`config.mk`:
```
export PLATFORM = sky130hd
export DESIGN_NAME = mips16_core
export DESIGN_NICKNAME = d
export VERILOG_FILES = /design/src/isa_pkg.sv /design/src/core_pkg.sv /design/src/instr_decode.sv /design/src/alu_execute.sv /design/src/reg_result.sv /design/src/mips16_core.sv
export SDC_FILE = /design/constraint.sdc
export NUM_CORES = 1
export LEC_CHECK = 0
export BUFFER_PORTS_ARGS = -buffer_cell sky130_fd_sc_hd__buf_2
export CAP_MARGIN = 40
export CORE_AREA = 2 2 267 269
export DETAILED_ROUTE_END_ITERATION = 10
export DIE_AREA = 0 0 269 271
export SLEW_MARGIN = 15
export SYNTH_ARGS = -nofsm -noshare
export SYNTH_HDL_FRONTEND = slang
export SYNTH_SLANG_ARGS = --single-unit
```
`constraint.sdc`:
```
create_clock -name clk -period 8.14 [get_ports clk]
set_input_delay 0 -clock clk [delete_from_list [all_inputs] [get_ports clk]]
set_output_delay 0 -clock clk [all_outputs]
set_load 0.01 [all_outputs]
```
`src/isa_pkg.sv`:
```
package isa_pkg;

	typedef logic [15:0] instr_t;
	typedef logic [4:0]  opcode_t;
	typedef logic [3:0]  reg_idx_t;

	////////////////////////////////////////////////////////////
	// Register indices
	////////////////////////////////////////////////////////////
	localparam reg_idx_t SP_IDX  = 4'd8;
	localparam reg_idx_t T_IDX   = 4'd9;
	localparam reg_idx_t IH_IDX  = 4'd10;
	localparam reg_idx_t RA_IDX  = 4'd11;
	localparam reg_idx_t EPC_IDX = 4'd12;
	localparam reg_idx_t NO_REG  = 4'd15;   // Reads as zero, never written

	////////////////////////////////////////////////////////////
	// Major opcodes, bits 15 to 11
	////////////////////////////////////////////////////////////
	localparam opcode_t OP_ADDIU       = 5'b01001;
	localparam opcode_t OP_ADDIU3      = 5'b01000;
	localparam opcode_t OP_GROUP_SP    = 5'b01100;   // ADDSP, MTSP
	localparam opcode_t OP_GROUP_RRR   = 5'b11100;   // ADDU, SUBU
	localparam opcode_t OP_GROUP_RR    = 5'b11101;   // AND, OR, CMP, MFPC
	localparam opcode_t OP_LI          = 5'b01101;
	localparam opcode_t OP_CMPI        = 5'b01110;
	localparam opcode_t OP_GROUP_IH    = 5'b11110;   // MFIH, MTIH
	localparam opcode_t OP_GROUP_SHIFT = 5'b00110;   // SLL, SRA
	localparam opcode_t OP_NOP         = 5'b00001;

	// Sub-function codes
	localparam logic [2:0] FN_ADDSP    = 3'b011;     // Bits 10 to 8
	localparam logic [2:0] FN_MTSP     = 3'b100;
	localparam logic [1:0] FN_ADDU     = 2'b01;      // Bits 1 to 0
	localparam logic [1:0] FN_SUBU     = 2'b11;
	localparam logic [4:0] FN_AND      = 5'b01100;   // Bits 4 to 0
	localparam logic [4:0] FN_OR       = 5'b01101;
	localparam logic [4:0] FN_CMP      = 5'b01010;
	localparam logic [4:0] FN_PC_GROUP = 5'b00000;
	localparam logic [2:0] FN_MFPC     = 3'b010;     // Bits 7 to 5
	localparam logic       FN_MFIH     = 1'b0;       // Bit 0
	localparam logic       FN_MTIH     = 1'b1;
	localparam logic [1:0] FN_SLL      = 2'b00;      // Bits 1 to 0
	localparam logic [1:0] FN_SRA      = 2'b11;

endpackage

```
`src/core_pkg.sv`:
```
package core_pkg;

	typedef logic [15:0] data_t;
	typedef logic [15:0] addr_t;

	////////////////////////////////////////////////////////////
	// ALU operations
	////////////////////////////////////////////////////////////
	typedef enum logic [3:0] {
		ALU_ADD   = 4'b0000,
		ALU_AND   = 4'b0001,
		ALU_OR    = 4'b0010,
		ALU_SLL   = 4'b0011,
		ALU_SRA   = 4'b0101,
		ALU_SUB   = 4'b0110,
		ALU_EQUAL = 4'b0111,   // Zero when equal
		ALU_MOVE  = 4'b1001
	} alu_op_e;

	// Operand sources for A and B
	typedef enum logic [1:0] {
		SEL_R1_R2 = 2'b00,
		SEL_R1_IM = 2'b01,
		SEL_R1_NU = 2'b10,
		SEL_IM_NU = 2'b11
	} opnd_sel_e;

endpackage

```
`src/instr_decode.sv`:
```
module instr_decode (
	input  logic                clk,
	input  logic                rst_n,
	input  logic                instr_valid,
	input  isa_pkg::instr_t     instruction,
	input  core_pkg::addr_t     pc,
	output logic                dec_valid,
	output core_pkg::alu_op_e   dec_op,
	output core_pkg::opnd_sel_e dec_sel,
	output isa_pkg::reg_idx_t   dec_src_a,
	output isa_pkg::reg_idx_t   dec_src_b,
	output isa_pkg::reg_idx_t   dec_dst,
	output core_pkg::data_t     dec_imm
);

	import isa_pkg::*;
	import core_pkg::*;

	opcode_t   opc;
	reg_idx_t  rx;
	reg_idx_t  ry;
	reg_idx_t  rz;
	data_t     imm8_s;
	data_t     imm8_z;
	data_t     imm4_s;
	data_t     shamt;

	logic      nxt_wr;
	alu_op_e   nxt_op;
	opnd_sel_e nxt_sel;
	reg_idx_t  nxt_src_a;
	reg_idx_t  nxt_src_b;
	reg_idx_t  nxt_dst;
	data_t     nxt_imm;

	assign opc    = instruction[15:11];
	assign rx     = {1'b0, instruction[10:8]};
	assign ry     = {1'b0, instruction[7:5]};
	assign rz     = {1'b0, instruction[4:2]};
	assign imm8_s = {{8{instruction[7]}}, instruction[7:0]};
	assign imm8_z = {8'd0, instruction[7:0]};
	assign imm4_s = {{12{instruction[3]}}, instruction[3:0]};
	assign shamt  = (instruction[4:2] == 3'd0) ? 16'd8 : {13'd0, instruction[4:2]};   // 0 means 8

	////////////////////////////////////////////////////////////
	// Field decode
	////////////////////////////////////////////////////////////
	always_comb begin
		nxt_wr    = 1'b0;
		nxt_op    = ALU_ADD;
		nxt_sel   = SEL_R1_R2;
		nxt_src_a = NO_REG;
		nxt_src_b = NO_REG;
		nxt_dst   = NO_REG;
		nxt_imm   = '0;
		case (opc)
			OP_ADDIU, OP_ADDIU3: begin
				nxt_wr    = 1'b1;
				nxt_sel   = SEL_R1_IM;
				nxt_src_a = rx;
				nxt_imm   = (opc == OP_ADDIU) ? imm8_s : imm4_s;
				nxt_dst   = (opc == OP_ADDIU) ? rx : ry;
			end
			OP_GROUP_SP: begin
				if (instruction[10:8] == FN_ADDSP) begin
					nxt_wr    = 1'b1;
					nxt_sel   = SEL_R1_IM;
					nxt_src_a = SP_IDX;
					nxt_imm   = imm8_s;
					nxt_dst   = SP_IDX;
				end else if (instruction[10:8] == FN_MTSP) begin
					nxt_wr    = 1'b1;
					nxt_op    = ALU_MOVE;
					nxt_sel   = SEL_R1_NU;
					nxt_src_a = ry;
					nxt_dst   = SP_IDX;
				end
			end
			OP_GROUP_RRR: begin
				if (instruction[1:0] == FN_ADDU || instruction[1:0] == FN_SUBU) begin
					nxt_wr    = 1'b1;
					nxt_op    = (instruction[1:0] == FN_SUBU) ? ALU_SUB : ALU_ADD;
					nxt_src_a = rx;
					nxt_src_b = ry;
					nxt_dst   = rz;
				end
			end
			OP_GROUP_RR: begin
				case (instruction[4:0])
					FN_AND, FN_OR, FN_CMP: begin
						nxt_wr    = 1'b1;
						nxt_src_a = rx;
						nxt_src_b = ry;
						if (instruction[4:0] == FN_CMP) begin
							nxt_op  = ALU_EQUAL;
							nxt_dst = T_IDX;
						end else begin
							nxt_op  = (instruction[4:0] == FN_AND) ? ALU_AND : ALU_OR;
							nxt_dst = rx;
						end
					end
					FN_PC_GROUP: begin
						if (instruction[7:5] == FN_MFPC) begin
							nxt_wr  = 1'b1;
							nxt_op  = ALU_MOVE;
							nxt_sel = SEL_IM_NU;
							nxt_imm = pc;
							nxt_dst = rx;
						end
					end
					default: ;   // JR, SLT, SRAV act as NOP
				endcase
			end
			OP_LI: begin
				nxt_wr  = 1'b1;
				nxt_op  = ALU_MOVE;
				nxt_sel = SEL_IM_NU;
				nxt_imm = imm8_z;
				nxt_dst = rx;
			end
			OP_CMPI: begin
				nxt_wr    = 1'b1;
				nxt_op    = ALU_EQUAL;
				nxt_sel   = SEL_R1_IM;
				nxt_src_a = rx;
				nxt_imm   = imm8_s;
				nxt_dst   = T_IDX;
			end
			OP_GROUP_IH: begin
				nxt_wr    = 1'b1;
				nxt_op    = ALU_MOVE;
				nxt_sel   = SEL_R1_NU;
				nxt_src_a = (instruction[0] == FN_MTIH) ? rx : IH_IDX;
				nxt_dst   = (instruction[0] == FN_MFIH) ? rx : IH_IDX;
			end
			OP_GROUP_SHIFT: begin
				if (instruction[1:0] == FN_SLL || instruction[1:0] == FN_SRA) begin
					nxt_wr    = 1'b1;
					nxt_op    = (instruction[1:0] == FN_SRA) ? ALU_SRA : ALU_SLL;
					nxt_sel   = SEL_R1_IM;
					nxt_src_a = ry;
					nxt_imm   = shamt;
					nxt_dst   = rx;
				end
			end
			OP_NOP: ;
			default: ;   // Memory, branch and unknown opcodes
		endcase
	end

	always_ff @(posedge clk) begin
		if (!rst_n)
			dec_valid <= 1'b0;
		else
			dec_valid <= instr_valid & nxt_wr;
	end

	always_ff @(posedge clk) begin
		if (instr_valid) begin
			dec_op    <= nxt_op;
			dec_sel   <= nxt_sel;
			dec_src_a <= nxt_src_a;
			dec_src_b <= nxt_src_b;
			dec_dst   <= nxt_dst;
			dec_imm   <= nxt_imm;
		end
	end

endmodule

```
`src/alu_execute.sv`:
```
module alu_execute (
	input  logic                dec_valid,
	input  core_pkg::alu_op_e   dec_op,
	input  core_pkg::opnd_sel_e dec_sel,
	input  isa_pkg::reg_idx_t   dec_src_a,
	input  isa_pkg::reg_idx_t   dec_src_b,
	input  isa_pkg::reg_idx_t   dec_dst,
	input  core_pkg::data_t     dec_imm,
	input  core_pkg::data_t     rd_data_a,
	input  core_pkg::data_t     rd_data_b,
	output isa_pkg::reg_idx_t   rd_addr_a,
	output isa_pkg::reg_idx_t   rd_addr_b,
	output logic                ex_valid,
	output isa_pkg::reg_idx_t   ex_reg,
	output core_pkg::data_t     ex_data
);

	import core_pkg::*;

	data_t      opnd_a;
	data_t      opnd_b;
	data_t      result;
	logic [3:0] shift;

	assign rd_addr_a = dec_src_a;
	assign rd_addr_b = dec_src_b;

	////////////////////////////////////////////////////////////
	// Operand select
	////////////////////////////////////////////////////////////
	always_comb begin
		case (dec_sel)
			SEL_R1_R2: begin
				opnd_a = rd_data_a;
				opnd_b = rd_data_b;
			end
			SEL_R1_IM: begin
				opnd_a = rd_data_a;
				opnd_b = dec_imm;
			end
			SEL_R1_NU: begin
				opnd_a = rd_data_a;
				opnd_b = '0;
			end
			default: begin
				opnd_a = dec_imm;   // MFPC, LI
				opnd_b = '0;
			end
		endcase
	end

	assign shift = opnd_b[3:0];   // Amounts 1 to 8

	////////////////////////////////////////////////////////////
	// ALU
	////////////////////////////////////////////////////////////
	always_comb begin
		case (dec_op)
			ALU_ADD:   result = opnd_a + opnd_b;
			ALU_SUB:   result = opnd_a - opnd_b;
			ALU_AND:   result = opnd_a & opnd_b;
			ALU_OR:    result = opnd_a | opnd_b;
			ALU_SLL:   result = opnd_a << shift;
			ALU_SRA:   result = $signed(opnd_a) >>> shift;
			ALU_EQUAL: result = (opnd_a == opnd_b) ? 16'd0 : 16'd1;
			ALU_MOVE:  result = opnd_a;
			default:   result = '0;
		endcase
	end

	assign ex_valid = dec_valid;
	assign ex_reg   = dec_dst;
	assign ex_data  = result;

endmodule

```
`src/reg_result.sv`:
```
module reg_result #(
	parameter core_pkg::data_t SP_RESET = 16'hBF00
) (
	input  logic              clk,
	input  logic              rst_n,
	input  isa_pkg::reg_idx_t rd_addr_a,
	input  isa_pkg::reg_idx_t rd_addr_b,
	input  logic              ex_valid,
	input  isa_pkg::reg_idx_t ex_reg,
	input  core_pkg::data_t   ex_data,
	output core_pkg::data_t   rd_data_a,
	output core_pkg::data_t   rd_data_b,
	output logic              wb_valid,
	output isa_pkg::reg_idx_t wb_reg,
	output core_pkg::data_t   wb_data
);

	import isa_pkg::*;
	import core_pkg::*;

	data_t regs [16];   // R0-R7, then SP, T, IH, RA, EPC

	assign rd_data_a = regs[rd_addr_a];
	assign rd_data_b = regs[rd_addr_b];

	////////////////////////////////////////////////////////////
	// Write port
	////////////////////////////////////////////////////////////
	always_ff @(posedge clk) begin
		if (!rst_n) begin
			for (int i = 0; i < 16; i++)
				regs[i] <= (reg_idx_t'(i) == SP_IDX) ? SP_RESET : '0;
		end else if (ex_valid) begin
			regs[ex_reg] <= ex_data;
		end
	end

	always_ff @(posedge clk) begin
		if (!rst_n)
			wb_valid <= 1'b0;
		else
			wb_valid <= ex_valid;
	end

	// Write-back copy of the register write
	always_ff @(posedge clk) begin
		if (ex_valid) begin
			wb_reg  <= ex_reg;
			wb_data <= ex_data;
		end
	end

endmodule

```
`src/mips16_core.sv`:
```
module mips16_core #(
	parameter core_pkg::data_t SP_RESET = 16'hBF00
) (
	input  logic              clk,
	input  logic              rst_n,
	input  logic              instr_valid,
	input  isa_pkg::instr_t   instruction,
	input  core_pkg::addr_t   pc,
	output logic              wb_valid,
	output isa_pkg::reg_idx_t wb_reg,
	output core_pkg::data_t   wb_data
);

	import isa_pkg::*;
	import core_pkg::*;

	logic      dec_valid;
	alu_op_e   dec_op;
	opnd_sel_e dec_sel;
	reg_idx_t  dec_src_a;
	reg_idx_t  dec_src_b;
	reg_idx_t  dec_dst;
	data_t     dec_imm;

	reg_idx_t  rd_addr_a;
	reg_idx_t  rd_addr_b;
	data_t     rd_data_a;
	data_t     rd_data_b;
	logic      ex_valid;
	reg_idx_t  ex_reg;
	data_t     ex_data;

	instr_decode u_decode (
		.clk         (clk),
		.rst_n       (rst_n),
		.instr_valid (instr_valid),
		.instruction (instruction),
		.pc          (pc),
		.dec_valid   (dec_valid),
		.dec_op      (dec_op),
		.dec_sel     (dec_sel),
		.dec_src_a   (dec_src_a),
		.dec_src_b   (dec_src_b),
		.dec_dst     (dec_dst),
		.dec_imm     (dec_imm)
	);

	alu_execute u_execute (
		.dec_valid (dec_valid),
		.dec_op    (dec_op),
		.dec_sel   (dec_sel),
		.dec_src_a (dec_src_a),
		.dec_src_b (dec_src_b),
		.dec_dst   (dec_dst),
		.dec_imm   (dec_imm),
		.rd_data_a (rd_data_a),
		.rd_data_b (rd_data_b),
		.rd_addr_a (rd_addr_a),
		.rd_addr_b (rd_addr_b),
		.ex_valid  (ex_valid),
		.ex_reg    (ex_reg),
		.ex_data   (ex_data)
	);

	reg_result #(
		.SP_RESET (SP_RESET)
	) u_result (
		.clk       (clk),
		.rst_n     (rst_n),
		.rd_addr_a (rd_addr_a),
		.rd_addr_b (rd_addr_b),
		.ex_valid  (ex_valid),
		.ex_reg    (ex_reg),
		.ex_data   (ex_data),
		.rd_data_a (rd_data_a),
		.rd_data_b (rd_data_b),
		.wb_valid  (wb_valid),
		.wb_reg    (wb_reg),
		.wb_data   (wb_data)
	);

endmodule

```
# Word level (Yosys, flattened, before mapping)
# Memories as Yosys holds them, arrays and structs flattened. A register that Yosys moved wholly into a read port is not among the register bits.
# Index checks and enable logic that the tools add are counted.
[totals] register_bits=56 ram_bits=256 out_inout_bits=21 word_cells=123 n_memories=1
[op_classes] add_sub_neg=2 n_eq_ne=27 n_shift=2 muxes=64 bitwise=3 n_reduce_logical=14
[mem_list] name="u_result.regs" words=16 width=16 rd=2 rd_ports_with_merged_regs=2 write_ports=16 line="reg_result.sv:21" source="data_t regs [16];"
[op_table] op="16-bit case mux with 8 select lines" n=1
[op_table] op="16-bit 2-to-1 mux" n=7
[op_table] op="4-bit 2-to-1 mux" n=24
[op_table] op="16-bit case mux with 6 select lines" n=1
[op_table] op="4-bit case mux with 6 select lines" n=2
[op_table] op="5-bit by 4-bit equality test with 1-bit output, second input constant" n=8
[op_table] op="16-bit case mux with 2 select lines" n=1
[op_table] op="4-bit case mux with 8 select lines" n=1
[op_table] op="4-bit case mux with 2 select lines" n=3
[op_table] op="16-bit adder" n=1
[op_table] op="16-bit bitwise AND" n=1
[op_table] op="16-bit equality test" n=1
[op_table] op="16-bit OR" n=1
[op_table] op="16-bit OR reduction" n=1
[op_table] op="16-bit by 4-bit << shifter with 16-bit output" n=1
[op_table] op="16-bit by 4-bit >>> shifter with 16-bit output" n=1
[op_table] op="16-bit subtractor" n=1
[op_table] op="5-bit equality test, second input constant" n=3
[op_table] op="4-bit by 3-bit equality test with 1-bit output, second input constant" n=3
[op_table] op="1-bit 2-to-1 mux" n=12
[op_table] op="3-bit 2-to-1 mux" n=4
[op_table] op="2-bit case mux with 6 select lines" n=1
[op_table] op="2-bit 2-to-1 mux" n=5
[op_table] op="3-bit OR reduction" n=3
[op_table] op="other kinds (18)" n=25

# Longest topological paths before layout
# Gate-level depths: netlist (run 1).
[logic_depth] ltp_word=7 mapped_depth=21

# Cells and area by module
# Synthesis (run 1) repeated with hierarchy kept, for this count alone.
[unflattened] cells_unflattened=1808 hier_area_um2=20983.9
[by_module_without_submodules] mod="reg_result" n_inst=1 cells_each=881 area_each_um2=14113.5
[by_module_without_submodules] mod="alu_execute" n_inst=1 cells_each=666 area_each_um2=4445.5
[by_module_without_submodules] mod="instr_decode" n_inst=1 cells_each=261 area_each_um2=2424.8

# Least setup slack after synthesis (run 1)
# OpenSTA, ideal clock, no wires.
[synth_path] path_type="register -> register" from="register (tool-made name)" to="memory u_result.regs[8][15] in the netlist's numbering, data pin" arrival_ps=5326 slack_ps=2525 path_stages_with_launch=21 path_buffers=6 path_cell_list="dfxtp_1 -> buf_6 -> buf_4 -> buf_1 -> buf_2 -> mux4_2 -> mux4_2 -> nand2b_1 -> a21o_1 -> ha_1 -> clkbuf_1 -> nor4_1 -> nand3_1 -> o21ai_0 -> o311ai_0 -> a211oi_1 -> nor2_1 -> nor2_1 -> mux2i_1 -> clkbuf_1 -> nand3_1"
[synth_lines] element="end: declaration" line="reg_result.sv:21"

==> flow_metrics.tcl, run 1 <==
set metrics [dict create \
    vias 16400 \
    reg.largest.list "u_result.regs (256), u_decode.dec_imm (16), u_result.wb_data (16)" \
    numCtsBuffers 38 \
    combPwrFrac_pct 30.9 \
    setup.worst_path.end_class "register" \
    finalSetupViolCount 0 \
    fp.coreArea_um2 69800 \
    synth_cell_type_count 99 \
    routabilityCongestion 0.968 \
    drc 0 \
    grt_usage_pct 20.2 \
    finalSetupTns_ns 0 \
    dp_slack_ns 2.05 \
    status "finished clean" \
    grt_max_degree 44 \
    wl_per_cell_um 26.3 \
    fp.dieW_um 269 \
    r2r_end "u_result.regs[10][14]" \
    fin_crit_ns 6.04 \
    portBuffers 55 \
    synthToLayoutAreaGrowth_pct 15.3 \
    netlist_area_um2 20800 \
    clkPwrFrac_pct 30.8 \
    synth_top_area_cell "edfxtp_1" \
    ys_top_cells_by_area "edfxtp_1, mux4_2, nor2_1" \
    first_pass_iters 5 \
    overflow 0 \
    peakVddDrop_uv 141 \
    fin_ws_ns 2.10 \
    synth_nets 1866 \
    root_buffer "clkbuf_16" \
    crit_fanout 17 \
    drt_first_iter_violations 1833 \
    dp.cells 2713 \
    synth_edf_count 310 \
    viasPerCell 5.80 \
    ys.flop_type "edfxtp_1" \
    cts_tree "built" \
    dieArea_um2 72900 \
    worst_pin_slew_ns 1.04 \
    ys_ff_latch 320 \
    cp_common_cell "a21oi_1" \
    floorplan.initialDensity_pct 29.8 \
    grt_pass1_vias 16100 \
    seqPwrFrac_pct 38.2 \
    ff2ff_path_depth 17 \
    top_register "u_result.regs" \
    startpoint_type "register" \
    hold_start "instruction[3]" \
    p_leak_nw 8.94 \
    synth_common_cells "edfxtp_1, nor2_1, nand2_1, mux4_2, a21oi_1" \
    ant_nets 0 \
    htree_levels 2 \
    final_cells 2824 \
    insertion_delay_ns 0.57 \
    power_density_nw_per_um2 213 \
    cts_num_sinks 320 \
    cpMaxStageDelayCell "nor4_4" \
    grt_pass1_wl_um 109000 \
    drive_gt1_share_pct 22.8 \
    rsz0062_at_grt "false" \
    synth_warnings 0 \
    netSwitchingPower_mw 1.79 \
    slew_headroom_pct 30.5 \
    num-nets-final 1949 \
    post-route-period-util_pct 74.2 \
    rows 97 \
    synthArstFlopShare_pct 0 \
    critPathMaxStageDelay_ns 0.86 \
    swShare_pct 35.0 \
    cts_setup_buffers 0 \
    hold_path.class "in -> reg" \
    hold_end "u_decode.dec_op[1]" \
    ff2ff_setup_slack_ns 2.10 \
    p_total_mw 5.10 \
    fillers 6857 \
    antenna_found_initial 0 \
    clock_skew_ns 0.0264 \
    ys_seq_area_share_pct 45.7 \
    whs_ns 0.0192 \
    slew_violations 0 \
    crit_type "reg -> reg" \
    crit_arrival_ns 6.31 \
    synthCells 1775 \
    synth_area_per_cell_um2 11.7 \
    hold_viol 0 \
    diodes 0 \
    synth_top_area_share_pct 44.7 \
    p_int_mw 3.32 \
    die_height_um 271 \
    io_pins 56 \
    wl_um 74300 \
    crit_chain "buf_4 > nand2b_1 > o22ai_1 > a211oi_1 > a21oi_2 > ha_1 > inv_1 > fa_1 > a21o_1 > a31o_2 > a21oi_1 > o41ai_1 > a221o_1 > a31oi_1 > mux2i_1 > nor4_4 > a21oi_1" \
    critical_path_required_ns 8.40 \
    clk_pin_slew_ns 0.05 \
    maxCapViolCount 0 \
    clockBufferDepth 3 \
    synth.most_common_cell "edfxtp_1" \
    hpwlAfterDp_um 53800 \
    hold_depth 4 \
    max_freq_ghz 0.165 \
    largest_register_ffs 256 \
]
==> worst max-delay path, delay by kind of cell, from the launching register on <==
family	cells	cell delay [ns]
flops	1	0.82
simple gates	2	1.13
mux	1	0.15
buf+inv	2	0.39
fa+ha+maj	2	0.74
compound gates	10	2.48
==> worst max path at each step <==
stage,slack [ns],end,startpoint,cells after the start
floorplan,2.52,u_result.regs[8][15],register,20
global placement,2.04,u_result.regs[14][15],register,13
detailed placement,2.05,u_result.regs[13][15],register,13
CTS,1.96,u_result.regs[12][15],register,13
global route,1.74,u_result.regs[10][14],register,16
finish,2.10,u_result.regs[10][14],register,17
==> area by class of cell <==
cell class,count,area (um2),area share [%]
clock buffer,48,988,4.12
clock inverter,18,125,0.521
inverter,66,253,1.05
multi-input combinational,1251,10300,42.8
sequential,320,9520,39.6
tap,940,1180,4.90
timing repair buffer,181,1670,6.97
==> metrics by stage <==
stage / instance area (um2) / util [%]
global placement: 21800 / 31.3
detailed placement: 22400 / 32.1
floorplan: 20800 / -
global route: 24000 / 34.4
CTS: 23900 / 34.3
finish: 24000 / 34.4
==> layer usage <==
metal	global-route usage (%)	share of wire, %	vias up
met2	32.8	47	979
met4	8.63	4.9	0
li1	-	-	6956
met1	26.2	39	8242
met5	0	0	-
met3	4.08	9.2	207
==> power groups by stage <==
stage	registers, mW	clock network (mW)	logic, mW
after global routing	1.96	1.66	1.67
after detailed placement	2.00	0	1.48
final	1.95	1.57	1.58
after global placement	2.00	0	1.44
after CTS	1.97	1.59	1.50
after floorplan	1.94	0	1.07
==> logic make-up (layout without fill, tap and decap cells) <==
group,count (synthesis),in the layout,share of synthesized area [%]
compound gates,391,391,13.9
xor+xnor,4,4,0.168
fa+ha+maj,56,56,3.44
buf+inv,204,313,5.12
flops,320,320,45.7
mux,224,224,19.0
simple gates,576,576,12.7
==> cells in the final DEF (no fill, tap or decap), drive strengths merged, types with 12 or more instances in the layout <==
cell type	n
edfxtp	310
nor2	277
nand2	144
buf	142
mux4	131
a21oi	120
mux2i	73
inv	68
ha	54
o21ai	48
clkbuf	48
a211oi	46
dlygate4sd3	39
a21o	28
nand3	28
o22ai	25
nor3	23
nand2b	22
mux2	20
o221ai	19
nor2b	14
clkinv	14
a221oi	13
a221o	12
==> repair_timing <==
item                      in CTS  in global routing
hold buffers                  39                  0
resized for setup              0                  0
hold endpoints to repair      42                  0
(Power assumes the default switching activity.)
==> inputs of run 2 (changes only) <==
==> constraint.sdc (replaced) <==
create_clock -name clk -period 5.5 [get_ports clk]
set_input_delay 0 -clock clk [delete_from_list [all_inputs] [get_ports clk]]
set_output_delay 0 -clock clk [all_outputs]
set_load 0.01 [all_outputs]
==> run 2 against run 1 <==
Core utilization increased by 0.33 points. Sequential power increased by 48%. Clock skew rose by 0.0088 ns. Fmax is 13% higher.
==> flow_metrics.tcl, run 2 (synthesis gave the netlist of run 1 again) <==
set metrics [dict create \
    status "finished clean" \
    clock_skew_ns 0.0352 \
    routabilityCongestion 0.960 \
    p_total_mw 7.90 \
    fp.dieW_um 269 \
    portBuffers 55 \
    dp.cells 2747 \
    grtUsageMet3_pct 2.98 \
    finalSetupViolCount 0 \
    floorplan.initialDensity_pct 29.8 \
    htree_levels 2 \
    slew_headroom_pct 43.2 \
    drive_gt1_share_pct 24.7 \
    power_density_nw_per_um2 326 \
    seqPwrFrac_pct 36.4 \
    clockBufferDepth 3 \
    clkPwrFrac_pct 33.5 \
    synthToLayoutAreaGrowth_pct 16.4 \
    final_common_cell "edfxtp_1" \
    grt_max_degree 38 \
    numCtsBuffers 38 \
    fin_ws_ns 0.148 \
    final_cell_mix "edfxtp_1, nor2_1, nand2_1" \
    root_buffer "clkbuf_16" \
    hold_path.class "in -> reg" \
    post-route-period-util_pct 97.3 \
    use_met2_pct 31.9 \
    rsz0062_at_grt "false" \
    overflow 0 \
    slew_violations 0 \
    fin_crit_ns 5.35 \
    die_height_um 271 \
    grt_pass1_vias 16100 \
    dp_slack_ns 0.210 \
    combPwrFrac_pct 30.2 \
    crit_fanout 35 \
    swShare_pct 33.7 \
    drc 0 \
    finalSetupTns_ns 0 \
    drt_first_iter_violations 2123 \
    peakVddDrop_uv 180 \
    p_leak_nw 9.09 \
    startpoint_type "register" \
    dieArea_um2 72900 \
    crit_arrival_ns 5.64 \
    num-nets-final 1972 \
    io_pins 56 \
    largest_register_ffs 256 \
    final_cells 2851 \
    hold_viol 0 \
    hold_start "instruction[3]" \
    insertion_delay_ns 0.58 \
    first_pass_iters 6 \
    vias 16500 \
    netSwitchingPower_mw 2.66 \
    viasPerCell 5.78 \
    clk_pin_slew_ns 0.06 \
    critical_path_required_ns 5.79 \
    setup.worst_path.end_class "register" \
    grt_pass1_wl_um 108000 \
    grt_util_met1_pct 26.9 \
    worst_pin_slew_ns 0.845 \
    antenna_found_initial 1 \
    p_int_mw 5.24 \
    wl_um 73500 \
    max_freq_ghz 0.187 \
    reg.largest.list "u_result.regs (256), u_decode.dec_imm (16), u_result.wb_data (16)" \
    ant_nets 0 \
    fp.coreArea_um2 69800 \
    busiest_layer "met2" \
    crit_type "reg -> reg" \
    wl_per_cell_um 25.8 \
    maxCapViolCount 0 \
    cts_num_sinks 320 \
    grt_usage_pct 20.0 \
    rows 97 \
    hpwlAfterDp_um 52900 \
    top_register "u_result.regs" \
    cts_tree "built" \
]
==> run 2: changes by cell type in the layout (fill, tap and decap cells not counted), sizes merged <==
| cell | delta |
|---|---|
| clkinvlp | +3 |
| diode | +1 |
| buf | +29 |
| bufinv | +5 |
| dlygate4sd3 | -6 |
| clkbuf | -3 |
| clkinv | -2 |
==> run 2: timing repair <==
item                                    in CTS  in global routing
endpoints found under the setup margin       0                 35
hold endpoints to repair                    46                  0
setup buffers                                0                  1
resized for setup                            0                  3
hold buffers                                33                  0
==> run 2: final cells by class <==
cell class	instances	area, um2
inverter	66	253
sequential	320	9520
antenna	1	2.50
timing repair buffer	204	1730
clock buffer	45	1020
multi-input combinational	1251	10300
clock inverter	24	270
tap	940	1180
fill	6808	45500
==> run 2: layer usage <==
layer	up-vias	part of all wire (%)
li1	7016	-
met1	8324	40
met2	948	47
met3	184	8.6
met4	0	4.0
met5	-	0
==> run 2: worst max-delay path: stages (launching register included) <==
cell	delay [ns]
dfxtp_4	0.50
buf_12	0.30
mux4_2	0.56
mux4_2	0.56
nand2b_1	0.11
a21o_1	0.25
ha_1	0.34
nor4_1	0.30
nand3_1	0.15
o21ai_0	0.31
o311ai_1	0.22
a211oi_1	0.43
nor3_1	0.10
a2bb2oi_1	0.19
a2111oi_4	0.42
buf_12	0.22
nor2_1	0.07
==> run 2: path summary, 6_finish.rpt <==
kind,end,slack (ns),cells past startpoint
hold / removal,u_decode.dec_imm[3],0.03,2
setup / recovery,u_result.regs[4][13],0.15,16
setup reg to reg,u_result.regs[4][13],0.15,16
hold reg to reg,register,0.48,1
==> run 2: power groups by stage <==
stage	clock, mW	combinational (mW)	sequential (mW)
global placement	0	2.28	2.92
floorplan	0	1.59	2.87
global route	2.76	2.52	2.89
finish	2.64	2.38	2.88
CTS	2.67	2.33	2.88
detailed placement	0	2.30	2.93
==> run 2: through the flow <==
step	util, %	instance area (um2)	hold WS, ns
floorplan	-	20800	0.112
global route	34.7	24200	0.00850
finish	34.8	24300	0.0273
detailed placement	32.4	22600	0.287
CTS	34.7	24200	0.00345
global placement	32.0	22300	0.291
==> inputs of run 3 (changes only) <==
--- a/config.mk
+++ b/config.mk
@@ -7,9 +7,10 @@
 export LEC_CHECK = 0
 export BUFFER_PORTS_ARGS = -buffer_cell sky130_fd_sc_hd__buf_2
 export CAP_MARGIN = 40
-export CORE_AREA = 2 2 267 269
+export CORE_AREA = 2 2 308 234
 export DETAILED_ROUTE_END_ITERATION = 10
-export DIE_AREA = 0 0 269 271
+export DIE_AREA = 0 0 310 236
+export GPL_TIMING_DRIVEN = 0
 export SLEW_MARGIN = 15
 export SYNTH_ARGS = -nofsm -noshare
 export SYNTH_HDL_FRONTEND = slang
==> run 3 against run 2 <==
Critical path type unchanged. Fmax is 1.4% lower. Register-to-register slack worse by 0.07 ns. Clock power is 15% lower. Wire length is 9.9% higher. Sequential power hardly changed.
==> flow_metrics.tcl, run 3 (synthesis gave the netlist of run 1 again) <==
set metrics [dict create \
    dp_slack_ns -1.69 \
    numCtsBuffers 30 \
    viasPerCell 5.90 \
    vias 17300 \
    startpoint_type "register" \
    final_util_pct 34.9 \
    die_height_um 236 \
    max_freq_ghz 0.184 \
    dieArea_um2 73200 \
    drc 0 \
    fp.coreArea_um2 70600 \
    num-nets-final 2035 \
    busiest_layer "met1" \
    grt_pass1_wl_um 116000 \
    drt_first_iter_violations 2838 \
    insertion_delay_ns 0.59 \
    power_density_nw_per_um2 318 \
    fp.dieW_um 310 \
    clock_skew_ns 0.0213 \
    crit_chain "buf_8 > buf_8 > buf_4 > buf_6 > mux4_2 > mux4_2 > nand2b_1 > a21o_1 > ha_1 > clkbuf_1 > nand2_1 > nor2_1 > nand4_1 > a221o_1 > a31oi_1 > o21ai_0 > a211oi_4 > buf_4 > buf_4 > nor2_1" \
    crit_arrival_ns 5.73 \
    finalSetupViolCount 0 \
    reg.largest.list "u_result.regs (256), u_decode.dec_imm (16), u_result.wb_data (16)" \
    fillers 7034 \
    crit_buf_inv 7 \
    cts_tree "built" \
    hold_path.class "in -> reg" \
    synthToLayoutAreaGrowth_pct 18.4 \
    portBuffers 49 \
    crit_fanout 10 \
    io_pins 56 \
    hold_depth 3 \
    finalSetupTns_ns 0 \
    crit_type "reg -> reg" \
    hpwlAfterDp_um 60300 \
    htree_levels 1 \
    largest_register_ffs 256 \
    antenna_found_initial 1 \
    clk_pin_slew_ns 0.07 \
    cpMaxStageDelayCell "mux4_2" \
    hold_viol 0 \
    clockBufferDepth 3 \
    maxCapViolCount 0 \
    grtUsageMet3_pct 6.93 \
    wl_per_cell_um 27.6 \
    peakVddDrop_uv 239 \
    routabilityCongestion 0.980 \
    cts_num_sinks 320 \
    critPathMaxStageDelay_ns 0.56 \
    status "finished clean" \
    cp_top_family "buffers and inverters" \
    final_common_cell "edfxtp_1" \
    setup.worst_path.end_class "register" \
    fin_crit_ns 5.43 \
    worst_pin_slew_ns 0.975 \
    floorplan.initialDensity_pct 29.5 \
    wl_um 80800 \
    rows 85 \
    ant_nets 0 \
    use_met2_pct 29.8 \
    diodes 0 \
    grt_max_degree 36 \
    drive_gt1_share_pct 25.2 \
    grt_pass1_vias 16500 \
    overflow 0 \
    path_depth 20 \
    final_cells 2925 \
    grt_usage_pct 21.6 \
    cp_common_cell "buf_4" \
    slew_violations 0 \
    post-route-period-util_pct 98.6 \
    final_cell_mix "edfxtp_1, nor2_1, nand2_1" \
    root_buffer "clkbuf_16" \
    critical_path_required_ns 5.81 \
    p_leak_nw 9.18 \
    top_register "u_result.regs" \
    ff2ff_path_depth 20 \
    slew_headroom_pct 35.0 \
    fin_ws_ns 0.0749 \
    dp.cells 2811 \
    first_pass_iters 6 \
    grt_util_met1_pct 32.2 \
]
==> run 3: worst register-to-register path, stage by stage (launching register included) <==
cell and delay [ns]:
dfxtp_2 0.39, buf_8 0.19, buf_8 0.19, buf_4 0.21
buf_6 0.20, mux4_2 0.57, mux4_2 0.50, nand2b_1 0.09
a21o_1 0.18, ha_1 0.15, clkbuf_1 0.39, nand2_1 0.20
nor2_1 0.22, nand4_1 0.16, a221o_1 0.41, a31oi_1 0.15
o21ai_0 0.25, a211oi_4 0.29, buf_4 0.18, buf_4 0.19
nor2_1 0.07
==> run 3: power breakdown <==
part	total [mW]	switching, mW	internal, mW
combinational	2.76	1.75	1.01
clock	2.24	0.957	1.28
sequential	2.85	0.0746	2.78
==> run 3: layout make-up <==
type / count / area (um2) / area share (%)
multi-input combinational: 1251 / 10500 / 42.7
tap: 957 / 1200 / 4.85
clock inverter: 17 / 221 / 0.898
clock buffer: 39 / 816 / 3.31
buffer: 132 / 895 / 3.63
sequential: 320 / 9520 / 38.6
timing repair buffer: 143 / 1230 / 4.99
inverter: 66 / 253 / 1.02
==> run 3: worst paths after layout <==
kind / slack (ns) / startpoint / to
min: 0.02 / instruction[2] / u_decode.dec_imm[2]
max: 0.07 / register / u_result.regs[11][0]
min reg2reg: 0.47 / u_decode.dec_src_b[2] / register
max reg2reg: 0.07 / register / u_result.regs[11][0]
==> run 3: through the flow <==
step | hold slack (ns) | instance area (um2) | power (mW)
after floorplan | 0.112 | 20800 | 4.45
after global placement | 0.318 | 22300 | 5.26
after detailed placement | 0.316 | 22700 | 5.30
after CTS | 0.00633 | 24400 | 7.69
after global routing | 0.0196 | 24700 | 8.07
final | 0.0219 | 24700 | 7.85
==> run 3: routing by layer <==
| metal | vias to the layer above | part of all wire [%] |
|---|---|---|
| met3 | 165 | 14 |
| met5 | - | 0.016 |
| met1 | 8611 | 42 |
| li1 | 7139 | - |
| met2 | 1336 | 41 |
| met4 | 2 | 3.0 |
==> run 3: timing repair <==
action | 4_1_cts | 5_1_grt
hold buffers | 31 | 1
endpoints found under the setup margin | 245 | 210
resized for setup | 53 | 43
buffers inserted | 21 | 8
pin swaps | 12 | 7
endpoints found under the hold margin | 31 | 30
